File: src/include/r5_defines.svh
/* global widths, memory size and reset vector of the r5 core
   include wherever one of these values is needed */

`ifndef R5_DEFINES_SVH
`define R5_DEFINES_SVH

// register and data path width
`define R5_XLEN 32

// byte enables per bus word
`define R5_BW 4

// default memory size in bytes
`define R5_MEM_SZ 4096

// first fetch address after reset
`define R5_RESET_PC 32'h0000_0000

`endif

File: src/rtl/r5_isa_pkg.sv
/* instruction level types of the r5 core: opcodes, ALU operations,
   the fetched word viewed as I or S/B layout, and the decoded control word */

`include "r5_defines.svh"

package r5_isa_pkg;

  ////////////////////////////////////////////////////////////////////////////
  // major opcodes
  ////////////////////////////////////////////////////////////////////////////

  // only the opcodes that the core runs
  typedef enum logic [6:0] {
    OP_LUI    = 7'b0110111,
    OP_JAL    = 7'b1101111,
    OP_BRANCH = 7'b1100011,
    OP_LOAD   = 7'b0000011,
    OP_STORE  = 7'b0100011,
    OP_IMM    = 7'b0010011,
    OP_REG    = 7'b0110011,
    OP_SYSTEM = 7'b1110011
  } op_e;

  // ALU operations
  typedef enum logic [3:0] {
    ALU_ADD,
    ALU_SUB,
    ALU_XOR,
    ALU_OR,
    ALU_AND,
    ALU_SLT,
    // immediate straight through, for lui
    ALU_PASS_B
  } alu_e;

  ////////////////////////////////////////////////////////////////////////////
  // instruction word layouts
  ////////////////////////////////////////////////////////////////////////////

  // I layout, also carries the U and J immediate bits
  typedef struct packed {
    logic [11:0] imm;
    logic [4:0]  rs1;
    logic [2:0]  funct3;
    logic [4:0]  rd;
    op_e         opcode;
  } i_t;

  // S and B layout, split immediate around rs2/rs1
  typedef struct packed {
    logic [6:0] imm_hi;
    logic [4:0] rs2;
    logic [4:0] rs1;
    logic [2:0] funct3;
    logic [4:0] imm_lo;
    op_e        opcode;
  } s_t;

  // one fetched word, decoded through both views
  typedef union packed {
    i_t i;
    s_t s;
  } inst_u;

  ////////////////////////////////////////////////////////////////////////////
  // decoded control word
  ////////////////////////////////////////////////////////////////////////////

  typedef struct packed {
    logic [4:0]          rs1;
    logic [4:0]          rs2;
    logic [4:0]          rd;
    logic [`R5_XLEN-1:0] imm;
    alu_e                alu_op;
    logic                use_imm;
    logic                is_load;
    logic                is_store;
    logic                is_branch;
    logic                branch_ne;
    logic                is_jal;
    logic                is_halt;
    logic                wb_en;
  } ctl_t;

endpackage

File: src/rtl/r5_bus_pkg.sv
/* memory bus request/response structs and the retire trace record
   shared by the core stages, the memory model and the testbench */

`include "r5_defines.svh"

package r5_bus_pkg;

  // request, accepted in the cycle vld is high
  typedef struct packed {
    logic                vld;
    logic                wen;
    logic [31:0]         adr;
    logic [`R5_BW-1:0]   ben;
    logic [`R5_XLEN-1:0] wdt;
  } bus_req_t;

  // response, rdt valid one cycle after a read request
  typedef struct packed {
    logic                rdy;
    logic [`R5_XLEN-1:0] rdt;
  } bus_rsp_t;

  // one record per completed instruction
  typedef struct packed {
    logic                vld;
    logic [31:0]         pc;
    logic [4:0]          rd;
    // value written, 0 if nothing written
    logic [`R5_XLEN-1:0] wdt;
  } retire_t;

endpackage

File: src/rtl/r5_result.sv
/* load/store access, register writeback and the retire trace of the r5 core
   non-loads complete with exe_vld, loads one cycle later */

`timescale 1ns/1ps
`include "r5_defines.svh"

module r5_result (
  input  logic                 bus_if,
  input  logic                 rst,
  input  logic                 exe_vld,
  input  r5_isa_pkg::ctl_t     exe_ctl,
  input  logic [31:0]          exe_pc,
  input  logic [`R5_XLEN-1:0]  exe_res,
  input  logic [`R5_XLEN-1:0]  exe_rs2,
  output r5_bus_pkg::bus_req_t ls_req,
  input  r5_bus_pkg::bus_rsp_t ls_rsp,
  output logic                 wb_en,
  output logic [4:0]           wb_rd,
  output logic [`R5_XLEN-1:0]  wb_dat,
  output logic                 done,
  output r5_bus_pkg::retire_t  retire
);

  // load read in flight, data lands this cycle
  logic ld_pend;

  always_ff @(posedge bus_if) begin
    if (rst) begin
      ld_pend <= 1'b0;
    end else begin
      ld_pend <= exe_vld && exe_ctl.is_load;
    end
  end

  // word access at the alu address
  always_comb begin
    ls_req     = '0;
    ls_req.vld = exe_vld && (exe_ctl.is_load || exe_ctl.is_store);
    ls_req.wen = exe_ctl.is_store;
    ls_req.adr = exe_res;
    ls_req.ben = '1;
    ls_req.wdt = exe_rs2;
  end

  // exe_ctl and exe_pc stay stable through the load cycle
  assign done   = (exe_vld && !exe_ctl.is_load) || ld_pend;
  assign wb_en  = done && exe_ctl.wb_en && (exe_ctl.rd != 5'd0);
  assign wb_rd  = exe_ctl.rd;
  assign wb_dat = ld_pend ? ls_rsp.rdt : exe_res;

  // rd and wdt read 0 when nothing is written
  always_comb begin
    retire     = '0;
    retire.vld = done;
    retire.pc  = exe_pc;
    if (wb_en) begin
      retire.rd  = wb_rd;
      retire.wdt = wb_dat;
    end
  end

endmodule

File: config.mk
export PLATFORM = sky130hd
export DESIGN_NAME = r5_result
export DESIGN_NICKNAME = d
export VERILOG_FILES = /design/src/rtl/r5_isa_pkg.sv /design/src/rtl/r5_bus_pkg.sv /design/src/rtl/r5_result.sv
export VERILOG_INCLUDE_DIRS = /design/src /design/src/include
export SDC_FILE = /design/constraint.sdc
export NUM_CORES = 1
export LEC_CHECK = 0
export ABC_AREA = 0
export BUFFER_PORTS_ARGS = -buffer_cell sky130_fd_sc_hd__buf_2
export CAP_MARGIN = 40
export CORE_AREA = 2 2 144 146
export DETAILED_ROUTE_END_ITERATION = 7
export DIE_AREA = 0 0 146 148
export PLACE_DENSITY = 0.33
export SLEW_MARGIN = 0
export SYNTH_ARGS = -nofsm -noshare
export SYNTH_HDL_FRONTEND = slang
export SYNTH_SLANG_ARGS = --single-unit
File: constraint.sdc
create_clock -name bus_if -period 2.9 [get_ports bus_if]
set_clock_uncertainty 0.1 [all_clocks]
set_input_delay 0.435 -clock bus_if [delete_from_list [all_inputs] [get_ports bus_if]]
set_output_delay 0.435 -clock bus_if [all_outputs]
set_load 0.02 [all_outputs]
* Yosys cells after proc, flatten, opt, wreduce, memory -nomap -nowiden *
Index checks and enable logic that the tools add are counted.

operators by class
  muxes and demuxes = 2
  reductions and logical operators = 9

operators by type and width
  kind                number
  2-to-1 mux 37 bit   1
  2-to-1 mux 32 bit   1
  logical AND 1 bit   5
  nonzero test 5 bit  1
  logical OR 1 bit    2
  logical NOT 1 bit   1

storage, ports and cells
  register bits after elaboration = 1
  input bits = 191
  output and inout port bits = 179
  logic and storage cells = 12

* Depth between registers and ports, before layout *
  word-level depth = 6
  mapped depth = 4
  depth with buffers taken out = 3

* Worst setup path after synthesis *
OpenSTA, ideal clock, no wires.

  path type = input-to-output
  from = input exe_vld
  to = output retire[13] in the netlist's numbering
  arrival = 1478 ps
  required time = 2365 ps
  slack = 887 ps
  cell stages on the path = 4
  buffers on the path = 1
  path through = nor2b_1 > o21ai_1 > clkbuf_1 > nor3b_1

RTL lines
  item                RTL line         text
  start: declaration  r5_result.sv:10  input logic exe_vld,
  end: declaration    r5_result.sv:21  output r5_bus_pkg::retire_t retire

==> qor.csv <==
metric,value,unit
drtAntennaViolNets,0,
ys_top_cells_by_count,"buf_4 (110), mux2_2 (32), nor3b_1 (21)",
track_usage,0.0429,
first_global_vias,1496,
comb_power_share,0.947,
whs,0.490,ns
largestRegisters,ld_pend: 1 flops,
hold_buffers,0,
synth.area.top_cells,"buf_4 (49%), mux2_2 (22%), nor3b_1 (9.4%)",
ys_seq_area_frac,0.0120,
slew_viol_final,0,
syn_area,1670,µm²
worstPathCellList,"buf_2, or4_4, nor2_8, nor3b_1, buf_2",
worstSetupStartpointType,input pin,
power.total,0.367,mW
worst_pin_slew,0.577,ns
portBuffers,185,
die_area,21600,µm²
whs_endpoint,ld_pend$_SDFF_PP0_,
grt_overflow,0,
hold_viol,0,
regMostFlops,ld_pend,
place_area,2080,µm²
pwr-share-clk,0,
grt_first_pass_wirelength,7710,µm
antenna_cells,0,
ys_warn_count,0,
syn_inst,198,
cts.clk_slew.worst_paths,0,ns
area.growth.synth_to_final,24.7,%
required,2.37,ns
final.setup.worst_slack,0.445,ns
utilization,0.104,
setup_violations,0,
swShare,0.572,
antenna_found_initial,0,
synth_area_leader_cell,buf_4,
nets,463,
cts_resized,0,
drt-vias-per-instance,2.78,
worst_path_most_repeated_cell,buf_2,
ys_async_sr_fraction,0,
internal-power,0.157,mW
fillCellCount,2354,
cp.arrival,1.92,ns
largest_register_ffs,1,
dp.cells,540,
hp-start,rst,
p_leak,1.06,nW
powerDensity,176,nW/µm²
yosysMostFrequentCell,buf_4,
relSlewSlack,0.615,
grt_max_degree,34,
max_cap_violations,0,
synthFlopType,dfxtp_1,
cp-end-kind,primary output,
slowest_delay,0.57,ns
cp_slowest_cell,or4_4,
drt-total-wl,5570,µm
rsz0062_at_grt,no,
min_period_over_period,0.847,
status,finished clean,
stdcell_area,2080,µm²
synth-edff-count,0,
p_switching,0.210,mW
drt_iter0_markers,12,
final.setup.tns,0,ns
whs_path_depth,2,
core,20000,µm²
die_h,148,µm
dr.pass1.iters,4,
seq_power_share,0.053,
hp-class,in -> reg,
max_freq,407,MHz
path_class,in -> out,
layout.cells.non_filler,540,
top_level_ports,370,
hpwl,4730,µm
initial_core_util,0.0833,
place.gp.congestion,0.792,
crit_path_max_fanout,33,
peakVddDrop,84.3,µV
synth-seq-cells,1,
die_w,146,µm
postCtsSetupBuffers,0,
synth.top_cell.area_share,0.495,
drc,0,
num_vias,1500,
syn_area_per_cell,8.43,µm²
num_rows,52,
wl_per_cell,10.3,µm
drive_above_1_share,0.874,
min_period,2.46,ns
pre_cts_ws,0.400,ns
ys_types,20,
worst max-delay path by stage:
stage	from	depth (start not counted)	end	slack [ns]
2_1_floorplan	exe_vld	4	retire[13]	0.89
3_3_place_gp	exe_ctl[44]	5	retire[1]	0.39
3_5_place_dp	exe_ctl[44]	5	retire[1]	0.40
4_1_cts	exe_ctl[44]	5	retire[1]	0.40
5_1_grt	exe_ctl[44]	5	retire[1]	0.36
6_report	exe_ctl[44]	5	retire[1]	0.44
power groups by stage:
stage,registers (mW),clock network [mW],logic (mW)
4_1_cts,0.0202,0,0.351
2_1_floorplan,0.0147,0,0.379
3_3_place_gp,0.0201,0,0.351
5_1_grt,0.0203,0,0.369
6_report,0.0196,0,0.347
3_5_place_dp,0.0200,0,0.350
worst max-delay path: cells and delay by family:
kind,cells,cell delay [ns]
simple gates,3,1.16
buf+inv,2,0.30
layer usage:
| layer | GRT usage | up-vias | wire (µm) | part of all wire |
|---|---|---|---|---|
| li1 | - | 690 | - | - |
| met1 | 0.0374 | 679 | 1690 | 0.30 |
| met2 | 0.0941 | 113 | 3110 | 0.56 |
| met3 | 0.00864 | 18 | 595 | 0.11 |
| met4 | 0.0150 | 0 | 174 | 0.031 |
| met5 | 0 | - | 0 | 0 |
logic make-up after synthesis:
logic type / Yosys count / share of synthesized area
buf+inv: 118 / 0.533
simple gates: 44 / 0.229
mux: 32 / 0.216
compound gates: 2 / 0.00750
flops: 1 / 0.0120
other cells: 1 / 0.00225
placed cells by master, fill, tap and decap left out, drive strengths merged:
master / synthesis / routed
conb: 1 / 4
nor2b: 1 / 1
nor2: 3 / 3
dfxtp: 1 / 1
or4: 1 / 1
buf: 115 / 187
o21ai: 1 / 1
nand2: 1 / 1
and3: 5 / 5
mux2: 32 / 32
nor3b: 32 / 32
or2: 1 / 1
o21a: 1 / 1
cell type report:
| type | instances | area, µm² | area share |
|---|---|---|---|
| Timing Repair Buffer | 187 | 941 | 0.452 |
| Multi-Input combinational cell | 82 | 782 | 0.376 |
| Tap cell | 270 | 338 | 0.162 |
| Sequential cell | 1 | 21.3 | 0.0102 |
No activity file was read; power rests on OpenSTA's default activity.
