[config.mk]
export PLATFORM = sky130hd
export DESIGN_NAME = r5_execute
export DESIGN_NICKNAME = d
export VERILOG_FILES = /design/src/rtl/r5_isa_pkg.sv /design/src/rtl/r5_execute.sv
export VERILOG_INCLUDE_DIRS = /design/src /design/src/include
export SDC_FILE = /design/constraint.sdc
export NUM_CORES = 2
export LEC_CHECK = 0
export ABC_AREA = 0
export BUFFER_PORTS_ARGS = -buffer_cell sky130_fd_sc_hd__buf_2
export CAP_MARGIN = 40
export CORE_MARGIN = 4
export CORE_UTILIZATION = 55
export CTS_CLUSTER_DIAMETER = 30
export DETAILED_ROUTE_END_ITERATION = 10
export PLACE_DENSITY = 0.73
export RECOVER_POWER = 25
export SYNTH_ARGS = -nofsm -noshare
export SYNTH_HDL_FRONTEND = slang
export SYNTH_SLANG_ARGS = --single-unit
[constraint.sdc]
create_clock -name bus_if -period 12.9 [get_ports bus_if]
set_input_delay 1.29 -clock bus_if [delete_from_list [all_inputs] [get_ports bus_if]]
set_output_delay 1.29 -clock bus_if [all_outputs]
set_load 0.02 [all_outputs]
[src/include/r5_defines.svh]
/* global widths, memory size and reset vector of the r5 core
   include wherever one of these values is needed */

`ifndef R5_DEFINES_SVH
`define R5_DEFINES_SVH

// register and data path width
`define R5_XLEN 32

// byte enables per bus word
`define R5_BW 4

// default memory size in bytes
`define R5_MEM_SZ 4096

// first fetch address after reset
`define R5_RESET_PC 32'h0000_0000

`endif

[src/rtl/r5_isa_pkg.sv]
/* instruction level types of the r5 core: opcodes, ALU operations,
   the fetched word viewed as I or S/B layout, and the decoded control word */

`include "r5_defines.svh"

package r5_isa_pkg;

  ////////////////////////////////////////////////////////////////////////////
  // major opcodes
  ////////////////////////////////////////////////////////////////////////////

  // only the opcodes that the core runs
  typedef enum logic [6:0] {
    OP_LUI    = 7'b0110111,
    OP_JAL    = 7'b1101111,
    OP_BRANCH = 7'b1100011,
    OP_LOAD   = 7'b0000011,
    OP_STORE  = 7'b0100011,
    OP_IMM    = 7'b0010011,
    OP_REG    = 7'b0110011,
    OP_SYSTEM = 7'b1110011
  } op_e;

  // ALU operations
  typedef enum logic [3:0] {
    ALU_ADD,
    ALU_SUB,
    ALU_XOR,
    ALU_OR,
    ALU_AND,
    ALU_SLT,
    // immediate straight through, for lui
    ALU_PASS_B
  } alu_e;

  ////////////////////////////////////////////////////////////////////////////
  // instruction word layouts
  ////////////////////////////////////////////////////////////////////////////

  // I layout, also carries the U and J immediate bits
  typedef struct packed {
    logic [11:0] imm;
    logic [4:0]  rs1;
    logic [2:0]  funct3;
    logic [4:0]  rd;
    op_e         opcode;
  } i_t;

  // S and B layout, split immediate around rs2/rs1
  typedef struct packed {
    logic [6:0] imm_hi;
    logic [4:0] rs2;
    logic [4:0] rs1;
    logic [2:0] funct3;
    logic [4:0] imm_lo;
    op_e        opcode;
  } s_t;

  // one fetched word, decoded through both views
  typedef union packed {
    i_t i;
    s_t s;
  } inst_u;

  ////////////////////////////////////////////////////////////////////////////
  // decoded control word
  ////////////////////////////////////////////////////////////////////////////

  typedef struct packed {
    logic [4:0]          rs1;
    logic [4:0]          rs2;
    logic [4:0]          rd;
    logic [`R5_XLEN-1:0] imm;
    alu_e                alu_op;
    logic                use_imm;
    logic                is_load;
    logic                is_store;
    logic                is_branch;
    logic                branch_ne;
    logic                is_jal;
    logic                is_halt;
    logic                wb_en;
  } ctl_t;

endpackage

[src/rtl/r5_execute.sv]
/* register file, ALU, branch resolution and next pc of the r5 core
   takes the decoded word on dec_vld and registers its results for one cycle */

`timescale 1ns/1ps
`include "r5_defines.svh"

module r5_execute (
  input  logic                bus_if,
  input  logic                rst,
  input  logic                dec_vld,
  input  r5_isa_pkg::ctl_t    dec_ctl,
  input  logic [31:0]         dec_pc,
  output logic                exe_vld,
  output r5_isa_pkg::ctl_t    exe_ctl,
  output logic [31:0]         exe_pc,
  output logic [`R5_XLEN-1:0] exe_res,
  output logic [`R5_XLEN-1:0] exe_rs2,
  output logic [31:0]         next_pc,
  input  logic                wb_en,
  input  logic [4:0]          wb_rd,
  input  logic [`R5_XLEN-1:0] wb_dat
);

  // x0 has no storage
  logic [`R5_XLEN-1:0] rf [1:31];

  logic [`R5_XLEN-1:0] rs1_val;
  logic [`R5_XLEN-1:0] rs2_val;
  logic [`R5_XLEN-1:0] op_b;
  logic [`R5_XLEN-1:0] alu_res;
  logic [31:0]         pc_inc;
  logic [31:0]         pc_tgt;
  logic                taken;

  ////////////////////////////////////////////////////////////////////////////
  // register file
  ////////////////////////////////////////////////////////////////////////////

  always_ff @(posedge bus_if) begin
    if (rst) begin
      for (int r = 1; r < 32; r++) begin
        rf[r] <= '0;
      end
    end else if (wb_en && (wb_rd != 5'd0)) begin
      rf[wb_rd] <= wb_dat;
    end
  end

  // x0 reads zero
  assign rs1_val = (dec_ctl.rs1 == 5'd0) ? '0 : rf[dec_ctl.rs1];
  assign rs2_val = (dec_ctl.rs2 == 5'd0) ? '0 : rf[dec_ctl.rs2];

  ////////////////////////////////////////////////////////////////////////////
  // alu and branch
  ////////////////////////////////////////////////////////////////////////////

  assign op_b = dec_ctl.use_imm ? dec_ctl.imm : rs2_val;

  always_comb begin
    case (dec_ctl.alu_op)
      r5_isa_pkg::ALU_ADD:    alu_res = rs1_val + op_b;
      r5_isa_pkg::ALU_SUB:    alu_res = rs1_val - op_b;
      r5_isa_pkg::ALU_XOR:    alu_res = rs1_val ^ op_b;
      r5_isa_pkg::ALU_OR:     alu_res = rs1_val | op_b;
      r5_isa_pkg::ALU_AND:    alu_res = rs1_val & op_b;
      // signed compare
      r5_isa_pkg::ALU_SLT:    alu_res = {{(`R5_XLEN-1){1'b0}},
                                         $signed(rs1_val) < $signed(op_b)};
      r5_isa_pkg::ALU_PASS_B: alu_res = op_b;
      default:                alu_res = '0;
    endcase
  end

  // beq taken on equal, bne on not equal
  assign taken  = dec_ctl.is_branch && ((rs1_val == rs2_val) != dec_ctl.branch_ne);
  assign pc_inc = dec_pc + 32'd4;
  assign pc_tgt = dec_pc + dec_ctl.imm;

  ////////////////////////////////////////////////////////////////////////////
  // output registers
  ////////////////////////////////////////////////////////////////////////////

  always_ff @(posedge bus_if) begin
    if (rst) begin
      exe_vld <= 1'b0;
    end else begin
      exe_vld <= dec_vld;
    end
  end

  // held until the next dec_vld
  always_ff @(posedge bus_if) begin
    if (dec_vld) begin
      exe_ctl <= dec_ctl;
      exe_pc  <= dec_pc;
      // jal links pc+4
      exe_res <= dec_ctl.is_jal ? pc_inc : alu_res;
      exe_rs2 <= rs2_val;
      next_pc <= (taken || dec_ctl.is_jal) ? pc_tgt : pc_inc;
    end
  end

endmodule

* After elaboration in Yosys (flattened, before gate mapping) *
Memory sizes are Yosys's and may differ from the RTL's.
Index checks and enable logic that the tools add are counted.

operators by class
  equality and inequality tests = 8
  order comparisons = 1
  multiplexer cells = 14
  $add $sub $neg = 4
  reductions and logical operators = 8
  bitwise logic cells = 3

operator list
  operator               count
  $pmux 32 s7            1
  $mux 32                6
  $add 32x32->32         2
  $add 32x3->32 const B  1
  $and 32x32->32         1
  $eq 32x32->1           1
  $lt 32x32->1           1
  $or 32x32->32          1
  $reduce_or 32->1       1
  $sub 32x32->32         1
  $xor 32x32->32         1
  $eq 4x3->1 const B     3
  $logic_not 5->1        2
  $eq 4x2->1 const B     2
  $mux 1                 6
  $mux 5                 1
  $reduce_bool 5->1      1
  $eq 4x1->1 const B     1
  $logic_not 4->1        1
  $logic_and 1x1->1      2
  $logic_or 1x1->1       1
  $ne 1x1->1             1

word-level totals
  memories = 1
  memory bits (writable) = 992
  register bits after elaboration = 188

memories
  name  depth  bits a word  rd ports  clocked after memory_dff  wr ports  line              source
  rf    31     32           2         0                         31        r5_execute.sv:25  logic [`R5_XLEN-1:0] rf [1:31];

* Logic depth before layout (Yosys ltp) *
  word-level depth = 7
  depth in mapped cells = 24

* Worst setup path after synthesis *
No wires, ideal clock.

  path type = in2reg
  start point = input port dec_ctl[49] (netlist name)
  end point = register exe_res[16], data pin
  required time = 12.629 ns
  slack = 6.620 ns
  data arrival time = 6.009 ns
  stages on the path = 23
  setup time = 0.271 ns
  cells stage by stage = buf_6 > buf_6 > buf_6 > buf_2 > mux4_2 > mux4_2 > mux2i_1 > nor2_1 > mux2i_1 > inv_1 > ha_1 > clkbuf_1 > inv_1 > nor3_1 > nor3_1 > nor2_1 > o41a_1 > a31oi_1 > o21ba_2 > o21ai_1 > mux2_2 > a221oi_1 > a21oi_1

between the ends
  longest elaborated chain between the ends = 6

ends and longest elaborated chain
  what                                              line                                source
  start, declared                                   r5_execute.sv:11                    input r5_isa_pkg::ctl_t dec_ctl,
  $mem_v2 31x32 or $logic_not 5->1 (tied branches)  n/a
  $mux 32 (*)                                       r5_execute.sv:51                    assign rs2_val = (dec_ctl.rs2 == 5'd0) ? '0 : rf[dec_ctl.rs2];
  via rs2_val[5]                                    r5_execute.sv:28                    logic [`R5_XLEN-1:0] rs2_val;
  $mux 32 (*)                                       r5_execute.sv:57                    assign op_b = dec_ctl.use_imm ? dec_ctl.imm : rs2_val;
  $sub 32x32->32 or $add 32x32->32 (tied branches)  r5_execute.sv:62, r5_execute.sv:61
  $pmux 32 s7 (*)                                   r5_execute.sv:60                    case (dec_ctl.alu_op)
  $mux 32 (*)                                       r5_execute.sv:97                    exe_res <= dec_ctl.is_jal ? pc_inc : alu_res;
  end signal, assigned                              r5_execute.sv:97
  end, declared                                     r5_execute.sv:16                    output logic [`R5_XLEN-1:0] exe_res,

Mark *: on every way through the listed nets, which the timed path passes. The rest lies on a longest branch.
A chain may end at the register's enable or synchronous reset.

* Final worst setup path *
  start point = input port dec_ctl[52] (netlist name)
  end point = register exe_res[21], data pin

The elaborated chain is that of the path after synthesis.

==> flow_metrics.tcl <==
set metrics [dict create \
    regArea_mm2 0.0364 \
    cts_resized 0 \
    clkSinkCount 1212 \
    fin_crit_sh_pct 70.4 \
    worst-slew-pin-transition_ns 5.18 \
    grt_max_degree 141 \
    avgViaCountPerCell 6.89 \
    r2r_cells 18 \
    cp_max_fo 34 \
    ir_drop_mv 0.119 \
    fillCellCount 8556 \
    clk_latency_ns 0.89 \
    wl_met1_um 80700 \
    yosysSeqAreaShare_pct 53.0 \
    start_kind "input pin" \
    finalSetupViolations 0 \
    ant_nets 0 \
    clk_pin_slew_ns 0.05 \
    crit_top_cell "a21oi_1" \
    io_pins 320 \
    synth_common_cells "edfxtp_1, and2_1, mux4_2, clkbuf_1, nor2_1" \
    synth_area_mm2 0.0687 \
    min_period_ns 9.08 \
    cp.arrival_ns 9.68 \
    synth_cell_types 95 \
    rsz0062_at_grt "no" \
    ys.flop_type "edfxtp_1" \
    cp.depth 19 \
    rows 129 \
    synth-seq-cells 1212 \
    cts_setup_buffers 0 \
    synth_area_leader_cell "edfxtp_1" \
    grt_pass1_vias 49000 \
    maxCapViolCount 17 \
    cts_tree "yes" \
    totalNegativeSetupSlack_ns 0 \
    drt-total-wl_um 245000 \
    slew_viol_final 607 \
    hold_buffers 0 \
    vias 48100 \
    cts_buffer_depth 4 \
    dp.cells 6477 \
    core_mm2 0.124 \
    dp_worst_setup_slack_ns 4.74 \
    hold_depth 1 \
    relSlewSlack_pct -246 \
    place.gp.congestion 0.937 \
    p_per_area_mw_per_mm2 170 \
    ys_warn_count 0 \
    antenna_found_initial 26 \
    wire_per_inst_um 35.1 \
    slowest_stage "clkbuf_1" \
    overflow 0 \
    synth_edf_count 1211 \
    drive_gt1_share_pct 24.8 \
    hpwlAfterDp_um 142000 \
    ys_async_sr_fraction_pct 0 \
    nets 5385 \
    cp_cell_sequence "clkbuf_1, buf_4, mux4_2, mux2i_1, nor2_1, mux2_2, ha_1, inv_1, a21oi_1, o21bai_1, a21oi_1, o21bai_1, a21oi_1, a41oi_2, a21boi_0, o21ai_0, a221o_1, nand3_1, o21ai_0" \
    hold_path_class "in -> reg" \
    die_x_um 361 \
    wl_met2_um 113000 \
    fmax_mhz 110 \
    violations "max-capacitance violations, max-slew violations" \
    area_growth_pct 18.6 \
    drt_iter0_drc 7582 \
    die_h_um 361 \
    root_buffer "clkbuf_16" \
    ys_top_cells_by_area "edfxtp_1, mux4_2, and2_1" \
    synthCells 4780 \
    crit_family "buffers and inverters" \
    hold_viol_final 0 \
    end_kind "register" \
    io_buffers 319 \
    drc 0 \
    worst_ep_required_time_ns 13.50 \
    multi_input_area_mm2 0.0305 \
    ctsHtreeMaxLevel 5 \
    cts_made_buffers 278 \
    worst_slack_ns 3.82 \
    synth.avg_cell_area_um2 14.4 \
    critPathKind "in -> reg" \
    top_layer_used "met5" \
    status "complete, but fails checks" \
    grtUsageTotal_pct 37.3 \
    critPathMaxStageDelay_ns 2.65 \
    synth_top_area_share_pct 53.0 \
    path_buf_inv 3 \
    yosysMostFrequentCell "edfxtp_1" \
    p_leak_uw 0.0289 \
    die_area_mm2 0.131 \
    finalNonFillerCells 6975 \
    wl_met3_um 35400 \
    grt_pass1_wl_um 346000 \
    final.setup_skew_ns 0.0549 \
    drt_pass1_iterations 5 \
    start_util_pct 55.5 \
]
-- cells in the final DEF, fill, tap and decap left out, types with 111 or more instances in the layout --
| cell type | instances |
|---|---|
| ha_1 | 129 |
| and2_1 | 931 |
| a21oi_1 | 164 |
| nand2_1 | 150 |
| clkbuf_1 | 328 |
| clkbuf_16 | 283 |
| edfxtp_1 | 1211 |
| nor2_1 | 144 |
| mux4_2 | 616 |
| inv_1 | 111 |
-- registers in the layout, indices dropped and copies added (netlist names) --
signal,count
next_pc,32
exe_pc,32
exe_ctl,59
rf,1024
exe_res,32
exe_rs2,32
exe_vld,1
-- metrics by stage --
step                      utilization (%)  total power (uW)  cell area (um^2)  hold slack [ns]
after floorplan                         -              6030             68800            0.992
after global placement               58.0              6700             71800             1.15
after detailed placement             58.6              6750             72600             1.17
after CTS                            66.1             13800             81900            0.579
after global routing                 65.7             14200             81400            0.588
final                                65.8             13800             81400            0.610
-- power by group --
group          internal, uW  total, uW  leakage (uW)  switching [uW]
sequential             4610       4730        0.0116             124
combinational           767       2000        0.0128            1240
clock                  4840       7100       0.00449            2260
total                 10200      13800        0.0289            3620
-- layer usage --
layer,global-route usage [%],up-vias
li1,-,19100
met1,45.8,24000
met2,58.4,4097
met3,12.8,918
met4,20.8,2
met5,0,-
-- kinds of logic (layout without fill, tap and decap cells) --
| logic type | after synthesis | count (layout) | share of synthesized area, % |
|---|---|---|---|
| AO/OA/AOI/OAI | 499 | 499 | 4.89 |
| adder cells (fa/ha/maj) | 132 | 132 | 2.44 |
| buffers and inverters | 533 | 1045 | 3.21 |
| flip-flops | 1212 | 1212 | 53.0 |
| multiplexers | 746 | 746 | 22.2 |
| other | 1 | 47 | 0.00546 |
| XOR/XNOR | 100 | 100 | 1.28 |
| AND/OR/NAND/NOR | 1557 | 1557 | 12.9 |
-- layout make-up --
| type | instances | area share, % |
|---|---|---|
| clock inverters | 175 | 2.66 |
| repair buffers | 447 | 3.29 |
| well taps | 1637 | 2.52 |
| flip-flops and latches | 1212 | 44.7 |
| diodes | 15 | 0.0461 |
| inverters | 116 | 0.538 |
| multi-input cells | 3066 | 37.5 |
| clock buffers | 307 | 8.81 |
-- worst register-to-register path: stages, from the launching register on --
cell	delay (ns)
edfxtp_1	0.41
mux4_2	0.49
mux4_2	0.48
mux2i_1	0.47
nor2_1	0.17
mux2_2	0.35
ha_1	0.50
inv_1	0.10
a21oi_1	0.14
o21bai_1	0.09
a21oi_1	0.16
o21bai_1	0.08
a21oi_1	0.48
a41oi_2	0.29
a21boi_0	0.58
o21ai_0	0.29
a221o_1	0.39
nand3_1	0.07
o21ai_0	0.07
-- path summary, 6_finish.rpt --
kind	from	to	slack (ns)
worst min-delay path	dec_ctl[0]	exe_ctl[0]	0.61
worst max register to register	rf[23][4]	exe_res[21]	7.02
worst min register to register	rf[18][2]	exe_rs2[2]	1.18
worst max-delay path	dec_ctl[52]	exe_res[21]	3.82
Power figures use the tool's default switching activity.
