--- config.mk ---
export PLATFORM = sky130hd
export DESIGN_NAME = r5_decode
export DESIGN_NICKNAME = d
export VERILOG_FILES = /design/src/rtl/r5_isa_pkg.sv /design/src/rtl/r5_bus_pkg.sv /design/src/rtl/r5_decode.sv
export VERILOG_INCLUDE_DIRS = /design/src /design/src/include
export SDC_FILE = /design/constraint.sdc
export NUM_CORES = 1
export LEC_CHECK = 0
export BUFFER_PORTS_ARGS = -buffer_cell sky130_fd_sc_hd__buf_2
export CORE_AREA = 2 2 89 91
export DETAILED_ROUTE_END_ITERATION = 16
export DIE_AREA = 0 0 91 93
export GPL_TIMING_DRIVEN = 1
export PLACE_DENSITY = 0.74
export RECOVER_POWER = 100
export SYNTH_ARGS = -nofsm -noshare
export SYNTH_HDL_FRONTEND = slang
export SYNTH_SLANG_ARGS = --single-unit
--- constraint.sdc ---
create_clock -name bus_if -period 3.4 [get_ports bus_if]
set_input_delay 0.85 -clock bus_if [delete_from_list [all_inputs] [get_ports bus_if]]
set_output_delay 0.85 -clock bus_if [all_outputs]
set_load 0.01 [all_outputs]
--- src/include/r5_defines.svh ---
/* global widths, memory size and reset vector of the r5 core
   include wherever one of these values is needed */

`ifndef R5_DEFINES_SVH
`define R5_DEFINES_SVH

// register and data path width
`define R5_XLEN 32

// byte enables per bus word
`define R5_BW 4

// default memory size in bytes
`define R5_MEM_SZ 4096

// first fetch address after reset
`define R5_RESET_PC 32'h0000_0000

`endif

--- src/rtl/r5_isa_pkg.sv ---
/* instruction level types of the r5 core: opcodes, ALU operations,
   the fetched word viewed as I or S/B layout, and the decoded control word */

`include "r5_defines.svh"

package r5_isa_pkg;

  ////////////////////////////////////////////////////////////////////////////
  // major opcodes
  ////////////////////////////////////////////////////////////////////////////

  // only the opcodes that the core runs
  typedef enum logic [6:0] {
    OP_LUI    = 7'b0110111,
    OP_JAL    = 7'b1101111,
    OP_BRANCH = 7'b1100011,
    OP_LOAD   = 7'b0000011,
    OP_STORE  = 7'b0100011,
    OP_IMM    = 7'b0010011,
    OP_REG    = 7'b0110011,
    OP_SYSTEM = 7'b1110011
  } op_e;

  // ALU operations
  typedef enum logic [3:0] {
    ALU_ADD,
    ALU_SUB,
    ALU_XOR,
    ALU_OR,
    ALU_AND,
    ALU_SLT,
    // immediate straight through, for lui
    ALU_PASS_B
  } alu_e;

  ////////////////////////////////////////////////////////////////////////////
  // instruction word layouts
  ////////////////////////////////////////////////////////////////////////////

  // I layout, also carries the U and J immediate bits
  typedef struct packed {
    logic [11:0] imm;
    logic [4:0]  rs1;
    logic [2:0]  funct3;
    logic [4:0]  rd;
    op_e         opcode;
  } i_t;

  // S and B layout, split immediate around rs2/rs1
  typedef struct packed {
    logic [6:0] imm_hi;
    logic [4:0] rs2;
    logic [4:0] rs1;
    logic [2:0] funct3;
    logic [4:0] imm_lo;
    op_e        opcode;
  } s_t;

  // one fetched word, decoded through both views
  typedef union packed {
    i_t i;
    s_t s;
  } inst_u;

  ////////////////////////////////////////////////////////////////////////////
  // decoded control word
  ////////////////////////////////////////////////////////////////////////////

  typedef struct packed {
    logic [4:0]          rs1;
    logic [4:0]          rs2;
    logic [4:0]          rd;
    logic [`R5_XLEN-1:0] imm;
    alu_e                alu_op;
    logic                use_imm;
    logic                is_load;
    logic                is_store;
    logic                is_branch;
    logic                branch_ne;
    logic                is_jal;
    logic                is_halt;
    logic                wb_en;
  } ctl_t;

endpackage

--- src/rtl/r5_bus_pkg.sv ---
/* memory bus request/response structs and the retire trace record
   shared by the core stages, the memory model and the testbench */

`include "r5_defines.svh"

package r5_bus_pkg;

  // request, accepted in the cycle vld is high
  typedef struct packed {
    logic                vld;
    logic                wen;
    logic [31:0]         adr;
    logic [`R5_BW-1:0]   ben;
    logic [`R5_XLEN-1:0] wdt;
  } bus_req_t;

  // response, rdt valid one cycle after a read request
  typedef struct packed {
    logic                rdy;
    logic [`R5_XLEN-1:0] rdt;
  } bus_rsp_t;

  // one record per completed instruction
  typedef struct packed {
    logic                vld;
    logic [31:0]         pc;
    logic [4:0]          rd;
    // value written, 0 if nothing written
    logic [`R5_XLEN-1:0] wdt;
  } retire_t;

endpackage

--- src/rtl/r5_decode.sv ---
/* pc, fetch sequencing and instruction decode of the r5 core
   issues one fetch per instruction and waits for done from the result stage */

`timescale 1ns/1ps
`include "r5_defines.svh"

module r5_decode (
  input  logic                 bus_if,
  input  logic                 rst,
  output r5_bus_pkg::bus_req_t fetch_req,
  input  r5_bus_pkg::bus_rsp_t fetch_rsp,
  input  logic [31:0]          next_pc,
  input  logic                 done,
  output logic                 dec_vld,
  output r5_isa_pkg::ctl_t     dec_ctl,
  output logic [31:0]          dec_pc,
  output logic                 halted
);

  // idle after reset or halt, wait while fetching, busy until done
  localparam logic [1:0] ST_IDLE = 2'd0;
  localparam logic [1:0] ST_WAIT = 2'd1;
  localparam logic [1:0] ST_BUSY = 2'd2;

  logic [1:0]  state;
  logic [31:0] pc;
  // current instruction is ebreak
  logic        cur_halt;

  r5_isa_pkg::inst_u   inst;
  logic [`R5_XLEN-1:0] imm_i;
  logic [`R5_XLEN-1:0] imm_s;
  logic [`R5_XLEN-1:0] imm_b;
  logic [`R5_XLEN-1:0] imm_u;
  logic [`R5_XLEN-1:0] imm_j;

  ////////////////////////////////////////////////////////////////////////////
  // fetch sequencing
  ////////////////////////////////////////////////////////////////////////////

  always_ff @(posedge bus_if) begin
    if (rst) begin
      state    <= ST_IDLE;
      pc       <= `R5_RESET_PC;
      dec_vld  <= 1'b0;
      cur_halt <= 1'b0;
      halted   <= 1'b0;
    end else begin
      // word arrives the cycle after the fetch
      dec_vld <= (state == ST_WAIT);
      if (dec_vld) begin
        cur_halt <= dec_ctl.is_halt;
      end
      case (state)
        ST_IDLE: begin
          if (!halted) begin
            state <= ST_WAIT;
          end
        end
        ST_WAIT: begin
          state <= ST_BUSY;
        end
        ST_BUSY: begin
          if (done) begin
            pc <= next_pc;
            // stop for good after ebreak
            if (cur_halt) begin
              halted <= 1'b1;
              state  <= ST_IDLE;
            end else begin
              state <= ST_WAIT;
            end
          end
        end
        default: state <= ST_IDLE;
      endcase
    end
  end

  // one-cycle fetch of a full word
  always_comb begin
    fetch_req     = '0;
    fetch_req.vld = (state == ST_WAIT);
    fetch_req.adr = pc;
    fetch_req.ben = '1;
  end

  assign dec_pc = pc;

  ////////////////////////////////////////////////////////////////////////////
  // decode
  ////////////////////////////////////////////////////////////////////////////

  assign inst = fetch_rsp.rdt;

  // immediates, from both union views
  assign imm_i = {{20{inst.i.imm[11]}}, inst.i.imm};
  assign imm_s = {{20{inst.s.imm_hi[6]}}, inst.s.imm_hi, inst.s.imm_lo};
  assign imm_b = {{19{inst.s.imm_hi[6]}}, inst.s.imm_hi[6], inst.s.imm_lo[0],
                  inst.s.imm_hi[5:0], inst.s.imm_lo[4:1], 1'b0};
  assign imm_u = {inst.i.imm, inst.i.rs1, inst.i.funct3, 12'h000};
  // j immediate bits sit in the upper 20 bits of the i view
  assign imm_j = {{11{inst.i.imm[11]}}, inst.i.imm[11], inst.i.rs1, inst.i.funct3,
                  inst.i.imm[0], inst.i.imm[10:1], 1'b0};

  // funct3 to alu op, sub only from the register form
  function automatic r5_isa_pkg::alu_e f3_alu(input logic [2:0] f3, input logic sub);
    case (f3)
      3'b000: return sub ? r5_isa_pkg::ALU_SUB : r5_isa_pkg::ALU_ADD;
      3'b010: return r5_isa_pkg::ALU_SLT;
      3'b100: return r5_isa_pkg::ALU_XOR;
      3'b110: return r5_isa_pkg::ALU_OR;
      3'b111: return r5_isa_pkg::ALU_AND;
      default: return r5_isa_pkg::ALU_ADD;
    endcase
  endfunction

  always_comb begin
    dec_ctl        = '0;
    dec_ctl.rs1    = inst.i.rs1;
    dec_ctl.rs2    = inst.s.rs2;
    dec_ctl.rd     = inst.i.rd;
    dec_ctl.alu_op = r5_isa_pkg::ALU_ADD;
    case (inst.i.opcode)
      r5_isa_pkg::OP_LUI: begin
        dec_ctl.imm     = imm_u;
        dec_ctl.alu_op  = r5_isa_pkg::ALU_PASS_B;
        dec_ctl.use_imm = 1'b1;
        dec_ctl.wb_en   = 1'b1;
      end
      r5_isa_pkg::OP_IMM: begin
        dec_ctl.imm     = imm_i;
        dec_ctl.alu_op  = f3_alu(inst.i.funct3, 1'b0);
        dec_ctl.use_imm = 1'b1;
        dec_ctl.wb_en   = 1'b1;
      end
      r5_isa_pkg::OP_REG: begin
        // funct7 bit 5 picks sub
        dec_ctl.alu_op = f3_alu(inst.i.funct3, inst.s.imm_hi[5]);
        dec_ctl.wb_en  = 1'b1;
      end
      r5_isa_pkg::OP_LOAD: begin
        dec_ctl.imm     = imm_i;
        dec_ctl.use_imm = 1'b1;
        dec_ctl.is_load = 1'b1;
        dec_ctl.wb_en   = 1'b1;
      end
      r5_isa_pkg::OP_STORE: begin
        dec_ctl.imm      = imm_s;
        dec_ctl.use_imm  = 1'b1;
        dec_ctl.is_store = 1'b1;
      end
      r5_isa_pkg::OP_BRANCH: begin
        // funct3 bit 0 set for bne
        dec_ctl.imm       = imm_b;
        dec_ctl.is_branch = 1'b1;
        dec_ctl.branch_ne = inst.i.funct3[0];
      end
      r5_isa_pkg::OP_JAL: begin
        dec_ctl.imm    = imm_j;
        dec_ctl.is_jal = 1'b1;
        dec_ctl.wb_en  = 1'b1;
      end
      r5_isa_pkg::OP_SYSTEM: dec_ctl.is_halt = 1'b1;
      // anything else retires as a nop
      default: dec_ctl.wb_en = 1'b0;
    endcase
  end

endmodule

# --- Word-level counts from Yosys, hierarchy flattened ---
# Cells that the tools add are included.
word_totals:
  ff_bits: 37
  latchBits: 0
  ram_bits: 0
  mem_bits_ro: 0
  in_bits: 68
  out_inout_bits: 163
  elab_cells: 45
  n_memories: 0
op_classes:
  addsub: 0
  n_mul: 0
  div_mod_pow: 0
  n_lt_le_gt_ge: 0
  eq_ne: 16
  shift: 0
  mux: 16
  n_bitwise: 0
  reduce_logical: 8
ops:
  columns: ["op", "n"]
  rows:
  - ["$pmux W32 S5", 1]
  - ["$eq A7 B6 Y1 const B", 3]
  - ["$eq A7 B7 Y1 const B", 3]
  - ["$pmux W3 S5", 1]
  - ["$pmux W3 S4", 1]
  - ["$pmux W4 S3", 1]
  - ["$eq A3 B3 Y1 const B", 3]
  - ["$mux W1", 8]
  - ["$eq A7 B2 Y1 const B", 1]
  - ["$eq A7 B5 Y1 const B", 1]
  - ["$mux W2", 3]
  - ["$pmux W2 S3", 1]
  - ["$reduce_or A5 Y1", 1]
  - ["$ne A2 B2 Y1 const B", 2]
  - ["$reduce_and A2 Y1", 2]
  - ["$reduce_or A4 Y1", 1]
  - ["$eq A3 B2 Y1 const B", 1]
  - ["$logic_not A3 Y1", 1]
  - ["$reduce_and A3 Y1", 1]
  - ["$eq A2 B1 Y1 const B", 1]
  - ["$eq A2 B2 Y1 const B", 1]
  - ["$logic_not A2 Y1", 1]
  - ["$reduce_or A2 Y1", 1]

# --- Longest topological paths before layout ---
# Gate-level depths: netlist of run 1.
logic_depth:
  ltp_word: 3
  ltp_mapped: 5
  ltp_nobuf: 3

# --- Least setup slack after synthesis of run 1 ---
# Ideal clock, no wire load.
synth_timing:
  path_kind: "input -> output"
  startpoint: "in fetch_rsp[6] (netlist name)"
  endpoint: "out dec_ctl[33] (netlist name)"
  t_arrival_ps: 1755
  required_time_ps: 2550
  path_slack_ps: 795
  path_stages: 5
  n_path_buf: 2
  cell_sequence: "buf_4 -> nor2_1 -> nand3_2 -> buf_4 -> o22ai_1"
synth_rtl:
  columns: ["element", "line_no", "text"]
  rows:
  - ["start: declaration", "r5_decode.sv:11", "input r5_bus_pkg::bus_rsp_t fetch_rsp,"]
  - ["end: declaration", "r5_decode.sv:15", "output r5_isa_pkg::ctl_t dec_ctl,"]

==> results of run 1 <==
-- metal layers --
metal / GRT usage (%) / up-vias
met4: 4.42 / 0
met3: 2.90 / 9
met2: 25.6 / 134
met5: 0 / -
met1: 15.4 / 1106
li1: - / 1263
-- kinds of logic (layout without fill, tap and decap cells) --
| family | count (synthesis) | after routing | synth area share [%] |
|---|---|---|---|
| mux | 1 | 1 | 0.398 |
| other cells | 2 | 38 | 0.298 |
| simple gates | 112 | 112 | 20.6 |
| buf+inv | 117 | 216 | 31.3 |
| compound gates | 72 | 72 | 18.0 |
| flops | 37 | 37 | 29.4 |
-- worst register-to-register path, cell delays in order, from the launching register on --
cell and delay, ps:
sky130_fd_sc_hd__dfxtp_1 370, sky130_fd_sc_hd__nand3b_1 210, sky130_fd_sc_hd__buf_4 320, sky130_fd_sc_hd__nand2_1 100, sky130_fd_sc_hd__a21oi_1 150
-- cells in the mapped netlist --
library cell                instances
sky130_fd_sc_hd__buf_2              5
sky130_fd_sc_hd__a21oi_1           37
sky130_fd_sc_hd__and2_1             3
sky130_fd_sc_hd__and3_1             5
sky130_fd_sc_hd__inv_1             15
sky130_fd_sc_hd__mux2i_1            1
sky130_fd_sc_hd__nand4_1            2
sky130_fd_sc_hd__a31oi_1            2
sky130_fd_sc_hd__o21ai_0            5
sky130_fd_sc_hd__conb_1             2
sky130_fd_sc_hd__nor2b_1            1
sky130_fd_sc_hd__o22ai_1           11
sky130_fd_sc_hd__clkbuf_1           8
sky130_fd_sc_hd__nor3_1             4
sky130_fd_sc_hd__a2bb2o_2           1
sky130_fd_sc_hd__nand4b_1           1
sky130_fd_sc_hd__a2bb2oi_4          1
sky130_fd_sc_hd__a32o_1             1
sky130_fd_sc_hd__o211a_1            1
sky130_fd_sc_hd__buf_6              2
sky130_fd_sc_hd__nand3_1            4
sky130_fd_sc_hd__nand3b_1           1
sky130_fd_sc_hd__a2bb2oi_1          1
sky130_fd_sc_hd__nor2_1            13
sky130_fd_sc_hd__nand3_2            1
sky130_fd_sc_hd__or3b_2             1
sky130_fd_sc_hd__and4bb_4           1
sky130_fd_sc_hd__nand2_1           67
sky130_fd_sc_hd__nand2b_1           4
sky130_fd_sc_hd__and3b_1            3
sky130_fd_sc_hd__nor3b_1            1
sky130_fd_sc_hd__a22o_1             4
sky130_fd_sc_hd__buf_4             87
sky130_fd_sc_hd__dfxtp_1           37
sky130_fd_sc_hd__a21o_1             8
-- through the flow --
stage	utilization (%)	power, mW	setup slack (ps)	std cells
final	39.6	1.03	327	578
after global routing	39.6	1.10	176	578
after CTS	41.7	1.06	489	578
after detailed placement	40.1	0.664	493	570
after global placement	40.1	0.660	510	570
after floorplan	-	0.631	795	377
-- sequential cells by signal, summed over array words and instances, names as in the netlist --
name      cells
halted        1
cur_halt      1
state         2
dec_pc       32
dec_vld       1
-- cell type report --
type	count	area (µm²)	area share [%]
clock buffers	6	82.6	2.77
clock inverters	2	37.5	1.26
inverters	15	56.3	1.89
multi-input cells	223	1120	37.4
flip-flops and latches	37	741	24.9
well taps	102	128	4.28
repair buffers	193	820	27.5
-- power breakdown --
group | switching (mW) | total, mW | internal, mW
registers | 0.0105 | 0.458 | 0.447
logic | 0.118 | 0.186 | 0.0674
clock network | 0.153 | 0.391 | 0.238
-- path summary, 6_finish.rpt --
kind / startpoint / endpoint / cells after the start
setup / recovery: fetch_rsp[5] / dec_ctl[32] / 5
hold / removal: dec_pc[30] / dec_pc[30] / 2
setup reg to reg: state[0] / dec_pc[15] / 4
hold reg to reg: dec_pc[30] / dec_pc[30] / 2
==> metrics, run 1 <==
residual DRC count=0; hold crit path type=register to register; sum of met2 wire segment lengths after detailed routing=about 3200 µm; sum of routed wire length over all layers=6380 µm; largest cells by area after synthesis=sky130_fd_sc_hd__dfxtp_1 (29%), sky130_fd_sc_hd__buf_4 (26%), sky130_fd_sc_hd__nand2_1 (10%); Max clock buf depth=2; violated checks=max-capacitance violations, max-slew violations; fin nets=543; later-pin clock latency in the skew report=about 280 ps; Clk Tree Root Cell=sky130_fd_sc_hd__clkbuf_8; post-CTS setup buffers=0; largest net degree at the start of global routing=38; routed via count divided by cell count=about 4.3; Final Cell Area=~0.003 mm²; clock sink total=37; library cells used by synthesis=35; antenna violations before repair=0; setup TNS after final layout=0 ps; post-detail-place hpwl=~5100 µm; synthesized area per cell=~7.4 µm²; area enclosed by the die boundary=~0.0085 mm²; worst vdd rail ir drop=around 0.14 mV; fraction of final layout cells sized beyond drive strength 1=17.4%; TritonCTS clock tree=built; clock edge transition at the registers on the reported setup and hold paths=70 ps; number of cell rows=32; Die Y=~93 µm; die boundary width=about 91 µm; post-detailed-route count of antenna-violating nets=0; combined global-route utilization of all metal layers=a little over an eighth; via count of the first global-routing pass=between 2000 and 2500; routed vias=2512; number of setup violations in the final report=0; Crit path required time=approximately 2600 ps; count of buffers from port buffering=around 190; proportion of synthesized chip area in sequential cells=slightly below 30%; CP cell instances=buf_2 -> and2_1 -> nand3_1 -> o22ai_1 -> clkbuf_1; minimum clock period after layout=~3100 ps; number of antenna repair diodes=0; area growth from synthesis to final layout=18.4%; H-tree depth=2; Max-Cap Viols=1; most frequent standard cell in the layout excluding fill and tap cells=sky130_fd_sc_hd__clkbuf_1; Yosys top cell area share=between 20 and 30%; Slew @ Worst Pin=approximately 1600 ps; global-route wire length before repair=between 9000 and 10000 µm; routed length on met1=~2500 µm; Worst Hold Slack=470 ps; Final Max Tran Viols=38; relative max-transition margin=-3.35%; CTS hold repair buffers=0; standard cell core area=0.00753 mm²; topmost layer with routed signal wires=met4; standard cell area after detailed placement=0.00302 mm²; yosys warns=0; critical path buffer and inverter count=2; top library cells by usage in the layout, fill and taps aside=sky130_fd_sc_hd__clkbuf_1 (121), sky130_fd_sc_hd__buf_2 (70), sky130_fd_sc_hd__nand2_1 (67), sky130_fd_sc_hd__conb_1 (38); category of the worst setup path capture point=output port; number of cells produced by synthesis=roughly 340; post-synthesis register bit count=37; hold violation count in the final report=0; Worst path max stage delay=400 ps; slowest cell on the critical path=sky130_fd_sc_hd__nand3_1; run status=complete, but fails checks; Inserted Clock Buffers=5; Syn Std Cell Area=0.00252 mm²; R2R setup slack=~2200 ps; family of cells with the greatest summed delay on the critical path=simple AND/OR/NAND/NOR gates; final cycle utilization of the critical path=roughly nine tenths; post-CTS resize count=0; initial cell density of the core=between 30% and 40%; detailed route wirelength on metal3=~590 µm; drt initial violations=63; maximum clock skew at final layout=approximately 3.8 ps; arrival time reported for the critical path endpoint=around 2200 ps; fmax=approximately 330 MHz; RSZ-0062 raised after global routing=no; PwrDens=between 300 and 400 mW/mm²; Leakage=between 1 and 1.5 nW; 1st-pass router iterations=4; GR Overflow Total=0; worst-path maximum fanout=15; detail-routed net length per standard cell=about 11 µm; kind of start point of the critical path=input port; placer's final routability congestion estimate=around 0.8; number of fill cells=roughly 880; post-synthesis cell type with the largest combined area=sky130_fd_sc_hd__dfxtp_1; count of boundary I/O pins=~230; kind of critical path=input port to output port
Power figures use the tool's default switching activity.
==> run 2: changes to the inputs <==
==> constraint.sdc (replaced) <==
create_clock -name bus_if -period 3.4 [get_ports bus_if]
set_input_delay 0.68 -clock bus_if [delete_from_list [all_inputs] [get_ports bus_if]]
set_output_delay 0.68 -clock bus_if [all_outputs]
set_load 0.01 [all_outputs]
==> run 2 against run 1 <==
The run still ends with max-capacitance violations, max-slew violations left. Hold slack is essentially flat. Critical path depth is the same. Clock power shrank 2%. Register-to-register slack lost 500 ps. Clock skew shrank 1.1 ps. Combinational power is essentially flat. Via count grew 1.8%. Die area is the same. Final area shrank 0.13%. First-iteration DRC count grew 79%. Critical endpoint unchanged. Highest routed layer unchanged.
==> metrics, run 2 (synthesis results as in run 1) <==
1st-pass router iterations=4; placer's final routability congestion estimate=~0.79; Layout Utilization=approximately 40%; drt initial violations=approximately 110; violated checks=max-capacitance violations, max-slew violations; standard cell core area=0.00753 mm²; Min-Delay Path Depth=2; H-tree depth=2; CTS hold repair buffers=0; count of boundary I/O pins=approximately 230; post-layout worst setup margin=573 ps; number of setup violations in the final report=0; standard cell area after detailed placement=approximately 0.003 mm²; residual DRC count=0; final cycle utilization of the critical path=slightly above 80%; relative max-transition margin=-4.01%; clock edge transition at the registers on the reported setup and hold paths=~70 ps; number of cells on the worst reg-to-reg path=3; count of buffers from port buffering=about 190; detail-routed net length per standard cell=11.0 µm; category of the worst setup path capture point=output port; top library cells by usage in the layout, fill and taps aside=sky130_fd_sc_hd__clkbuf_1 (123), sky130_fd_sc_hd__buf_2 (69), sky130_fd_sc_hd__nand2_1 (67), sky130_fd_sc_hd__conb_1 (38); number of cell rows=32; minimum clock period after layout=around 2800 ps; setup TNS after final layout=0 ps; Die Y=93 µm; clock sink total=37; via count of the first global-routing pass=2158; Clk Tree Root Cell=sky130_fd_sc_hd__clkbuf_8; Inserted Clock Buffers=5; pre-CTS setup slack=842 ps; Final Max Tran Viols=38; Max clock buf depth=2; run status=complete, but fails checks; routed vias=2558; post-detail-place hpwl=a little over 5000 µm; kind of critical path=input port to output port; kind of start point of the critical path=input port; DP Cell Count=between 500 and 600; GR Overflow Total=0; die boundary width=~91 µm; combined global-route utilization of all metal layers=roughly 14%; number of antenna repair diodes=0; post-CTS setup buffers=0; hold crit path type=register to register; later-pin clock latency in the skew report=roughly 280 ps; fmax=about 350 MHz; RSZ-0062 raised after global routing=no; global-route wire length before repair=slightly below 10000 µm; antenna violations before repair=0; post-CTS resize count=0; area enclosed by the die boundary=approximately 0.0085 mm²; largest net degree at the start of global routing=38; routed via count divided by cell count=roughly 4.4; initial cell density of the core=between 30 and 40%; Crit path required time=between 2000 and 3000 ps; sum of routed wire length over all layers=roughly 6300 µm; area growth from synthesis to final layout=18.2%; PwrDens=between 300 and 400 mW/mm²; non-filler instance count after layout=between 500 and 600; arrival time reported for the critical path endpoint=approximately 2200 ps; most frequent standard cell in the layout excluding fill and tap cells=sky130_fd_sc_hd__clkbuf_1; TritonCTS clock tree=built; fraction of final layout cells sized beyond drive strength 1=between 15 and 20%; post-detailed-route count of antenna-violating nets=0; Max-Cap Viols=1; maximum clock skew at final layout=2.73 ps; Slew @ Worst Pin=between 1500 and 2000 ps; fin nets=542; number of flip-flops under the largest register name=32; Final Cell Area=slightly below 0.003 mm²; worst-path maximum fanout=15; worst vdd rail ir drop=0.138 mV; Leakage=1.35 nW; hold violation count in the final report=0
run 2: changes by cell type in the layout (fill, tap and decap cells not counted):
cell	before	now
sky130_fd_sc_hd__nand3_2	0	1
sky130_fd_sc_hd__and4bb_1	1	0
sky130_fd_sc_hd__clkinvlp_4	1	0
sky130_fd_sc_hd__buf_4	2	1
sky130_fd_sc_hd__and4bb_4	0	1
sky130_fd_sc_hd__and2_1	2	1
sky130_fd_sc_hd__buf_2	70	69
sky130_fd_sc_hd__clkbuf_1	121	123
sky130_fd_sc_hd__and2_0	1	2
sky130_fd_sc_hd__nand3_1	5	4
run 2: worst paths after layout:
check	start	end	slack, ps
setup / recovery	fetch_rsp[5]	dec_ctl[32]	570
hold / removal	dec_pc[3]	dec_pc[3]	470
setup reg to reg	state[1]	dec_pc[3]	1660
hold reg to reg	dec_pc[3]	dec_pc[3]	470
run 2: per-stage QoR:
stage	hold WS [ps]	power, mW
after global placement	451	0.659
after global routing	495	1.08
after CTS	468	1.05
after floorplan	444	0.631
final	469	1.03
after detailed placement	458	0.664
run 2: layer usage:
metal	share of wire, %	GRT usage, %	up-vias
met1	37	15.4	1142
met3	9.4	2.74	4
met4	0.99	4.17	0
li1	-	-	1265
met5	0	0	-
met2	53	26.9	147
run 2: power by group:
part	total [mW]	switching [mW]	internal [mW]
logic	0.186	0.119	0.0671
clock network	0.383	0.144	0.239
registers	0.458	0.0106	0.448
total	1.03	0.274	0.754
run 2: final cells by class:
type	count	area, µm²
fillers	876	4550
multi-input cells	223	1120
repair buffers	192	811
flip-flops and latches	37	741
well taps	102	128
clock buffers	7	86.3
inverters	15	56.3
clock inverters	1	30.0
run 2: worst max-delay path: stages:
cell and delay, ps:
sky130_fd_sc_hd__clkbuf_1 390, sky130_fd_sc_hd__and2_1 340, sky130_fd_sc_hd__nand3_2 290, sky130_fd_sc_hd__o22ai_1 250, sky130_fd_sc_hd__clkbuf_1 180
==> run 3: changes to the inputs <==
ABC_AREA = 1   (was not set)
CORE_AREA = 2 2 91 93   (was 2 2 89 91)
DIE_AREA = 0 0 93 95   (was 0 0 91 93)
PLACE_DENSITY = 0.72   (was 0.74)
clock period = 3 ns   (was 3.4 ns; I/O delays follow)
==> run 3 against run 2 <==
The run still ends with max-capacitance violations, max-slew violations left. Final area is 2.4% higher. Critical path type unchanged. Setup slack worse by 250 ps. Global-route usage is 0.24 points higher. Critical endpoint is now dec_ctl[9]. Hold slack worse by 37 ps. Largest cell class unchanged. Cell count is 9.5% higher. Combinational power is 11% higher. Sequential power is 14% higher. Count of clock-buffer cells in the layout is 1 lower. Register-to-register slack better by 30 ps. Core utilization is 1.1 points lower.
==> metrics, run 3 <==
run status=complete, but fails checks; violated checks=max-capacitance violations, max-slew violations; clock sink total=37; via count of the first global-routing pass=around 2300; routed vias=~2700; top library cells by usage in the layout, fill and taps aside=sky130_fd_sc_hd__clkbuf_1 (122), sky130_fd_sc_hd__nand2_1 (118), sky130_fd_sc_hd__buf_2 (69), sky130_fd_sc_hd__a21oi_1 (40), sky130_fd_sc_hd__conb_1 (38); Final Max Tran Viols=36; post-synthesis cell type with the largest combined area=sky130_fd_sc_hd__dfxtp_1; number of cell rows=33; Die Y=95 µm; library cells used by synthesis=22; routed via count divided by cell count=4.33; standard cell core area=between 0.007 and 0.008 mm²; pre-CTS setup slack=~460 ps; number of setup violations in the final report=0; number of cells produced by synthesis=approximately 400; placer's final routability congestion estimate=just under 0.9; setup TNS after final layout=0 ps; DP Cell Count=between 600 and 700; worst-path maximum fanout=14; Max-Cap Viols=1; post-synthesis register bit count=37; Slew @ Worst Pin=approximately 1500 ps; hold crit path type=register to register; fmax=around 370 MHz; TritonCTS clock tree=built; standard cell area after detailed placement=roughly 0.0031 mm²; largest cells by area after synthesis=sky130_fd_sc_hd__dfxtp_1 (29%), sky130_fd_sc_hd__buf_4 (25%), sky130_fd_sc_hd__nand2_1 (17%); share of synthesized registers carrying an async set or reset=0%; fraction of final layout cells sized beyond drive strength 1=between 10% and 20%; post-CTS resize count=0; number of fill cells=around 920; EDFF count, synth=0; post-detailed-route count of antenna-violating nets=0; initial cell density of the core=32.3%; leading post-synthesis cells by instance count=sky130_fd_sc_hd__nand2_1 (118), sky130_fd_sc_hd__buf_4 (85), sky130_fd_sc_hd__a21oi_1 (40), sky130_fd_sc_hd__dfxtp_1 (37), sky130_fd_sc_hd__nand3_1 (24); xor/xnor share of the synthesized area=0%; category of the worst setup path capture point=output port; number of antenna repair diodes=0; detail-routed net length per standard cell=11.0 µm; yosys warns=0; fraction of the mapped netlist area in compound gates=approximately a tenth; area enclosed by the die boundary=0.00884 mm²; largest net degree at the start of global routing=37; CTS hold repair buffers=0; Max clock buf depth=2; Primary FF master, synth=sky130_fd_sc_hd__dfxtp_1; maximum clock skew at final layout=8.98 ps; global-route wire length before repair=10300 µm; RSZ-0062 raised after global routing=no; 1st-pass router iterations=4; post-detail-place hpwl=roughly 5500 µm; worst vdd rail ir drop=about 0.14 mV; minimum clock period after layout=2680 ps; post-layout worst setup margin=between 300 and 400 ps; adder-cell share of the synthesized area=0%; drt initial violations=49; clock edge transition at the registers on the reported setup and hold paths=approximately 80 ps; later-pin clock latency in the skew report=between 200 and 300 ps; arrival time reported for the critical path endpoint=around 2100 ps; PwrDens=between 300 and 400 mW/mm²; die boundary width=approximately 93 µm; final cycle utilization of the critical path=89.3%; post-CTS setup buffers=0; kind of start point of the critical path=input port; Final Cell Area=roughly 0.003 mm²; Worst Hold Slack=433 ps; count of boundary I/O pins=~230; most frequent cell after synthesis=sky130_fd_sc_hd__nand2_1; count of buffers from port buffering=191; proportion of synthesized chip area in sequential cells=29.0%; Inserted Clock Buffers=5; area growth from synthesis to final layout=19.1%; number of flip-flops under the largest register name=32; synthesized area per cell=6.56 µm²; simple-gate share of the synthesized area=a little under a third; Leakage=1.46 nW; non-filler instance count after layout=approximately 630; relative max-transition margin=-0.173%; Syn Std Cell Area=0.00256 mm²; sum of routed wire length over all layers=6920 µm; combined global-route utilization of all metal layers=roughly 14%; fin nets=594; Layout Utilization=~38%; most frequent standard cell in the layout excluding fill and tap cells=sky130_fd_sc_hd__clkbuf_1; Crit path required time=between 2000 and 2500 ps; Yosys top cell area share=roughly 29%; residual DRC count=0; antenna violations before repair=0; Clk Tree Root Cell=sky130_fd_sc_hd__clkbuf_8; fraction of synthesized area in multiplexers=0%; H-tree depth=2; kind of critical path=input port to output port; GR Overflow Total=0; hold violation count in the final report=0; dominant combinational cell family by area after synthesis=buffers and inverters; total power consumption of the routed design=1.17 mW
run 3: metal layers:
| metal | GRT usage (%) | vias up | part of all wire [%] |
|---|---|---|---|
| li1 | - | 1389 | - |
| met1 | 16.7 | 1221 | 40 |
| met2 | 26.3 | 125 | 51 |
| met3 | 3.03 | 2 | 8.0 |
| met4 | 3.31 | 0 | 0.48 |
| met5 | 0 | - | 0 |
run 3: worst max-delay path: stages:
cell,delay (ps)
sky130_fd_sc_hd__buf_2,120
sky130_fd_sc_hd__nand2_1,100
sky130_fd_sc_hd__nor2_1,640
sky130_fd_sc_hd__nand2_1,220
sky130_fd_sc_hd__inv_1,110
sky130_fd_sc_hd__nand2_1,50
sky130_fd_sc_hd__nand3_1,80
sky130_fd_sc_hd__clkbuf_1,160
run 3: cells by family after synthesis:
family	after synthesis
AO/OA/AOI/OAI	47
buffers and inverters	124
other	2
AND/OR/NAND/NOR	180
flip-flops	37
run 3: path summary, 6_finish.rpt:
path / startpoint / to / slack (ps) / cells past startpoint
min reg2reg: state[0] / state[0] / 430 / 1
min: state[0] / state[0] / 430 / 1
max reg2reg: state[1] / dec_pc[4] / 1690 / 4
max: fetch_rsp[4] / dec_ctl[9] / 320 / 8
run 3: cell type report:
| type | instances | area, µm² | share of cell area, % |
|---|---|---|---|
| Multi-Input combinational cell | 265 | 1150 | 37.6 |
| Timing Repair Buffer | 193 | 818 | 26.9 |
| Sequential cell | 37 | 741 | 24.3 |
| Tap cell | 105 | 131 | 4.31 |
| Inverter | 24 | 90.1 | 2.96 |
| Clock buffer | 6 | 82.6 | 2.71 |
| Clock inverter | 2 | 37.5 | 1.23 |
run 3: power breakdown:
group / switching, mW / internal, mW / total (mW)
clock: 0.169 / 0.270 / 0.439
sequential: 0.0123 / 0.508 / 0.520
combinational: 0.136 / 0.0695 / 0.206
total: 0.318 / 0.848 / 1.17
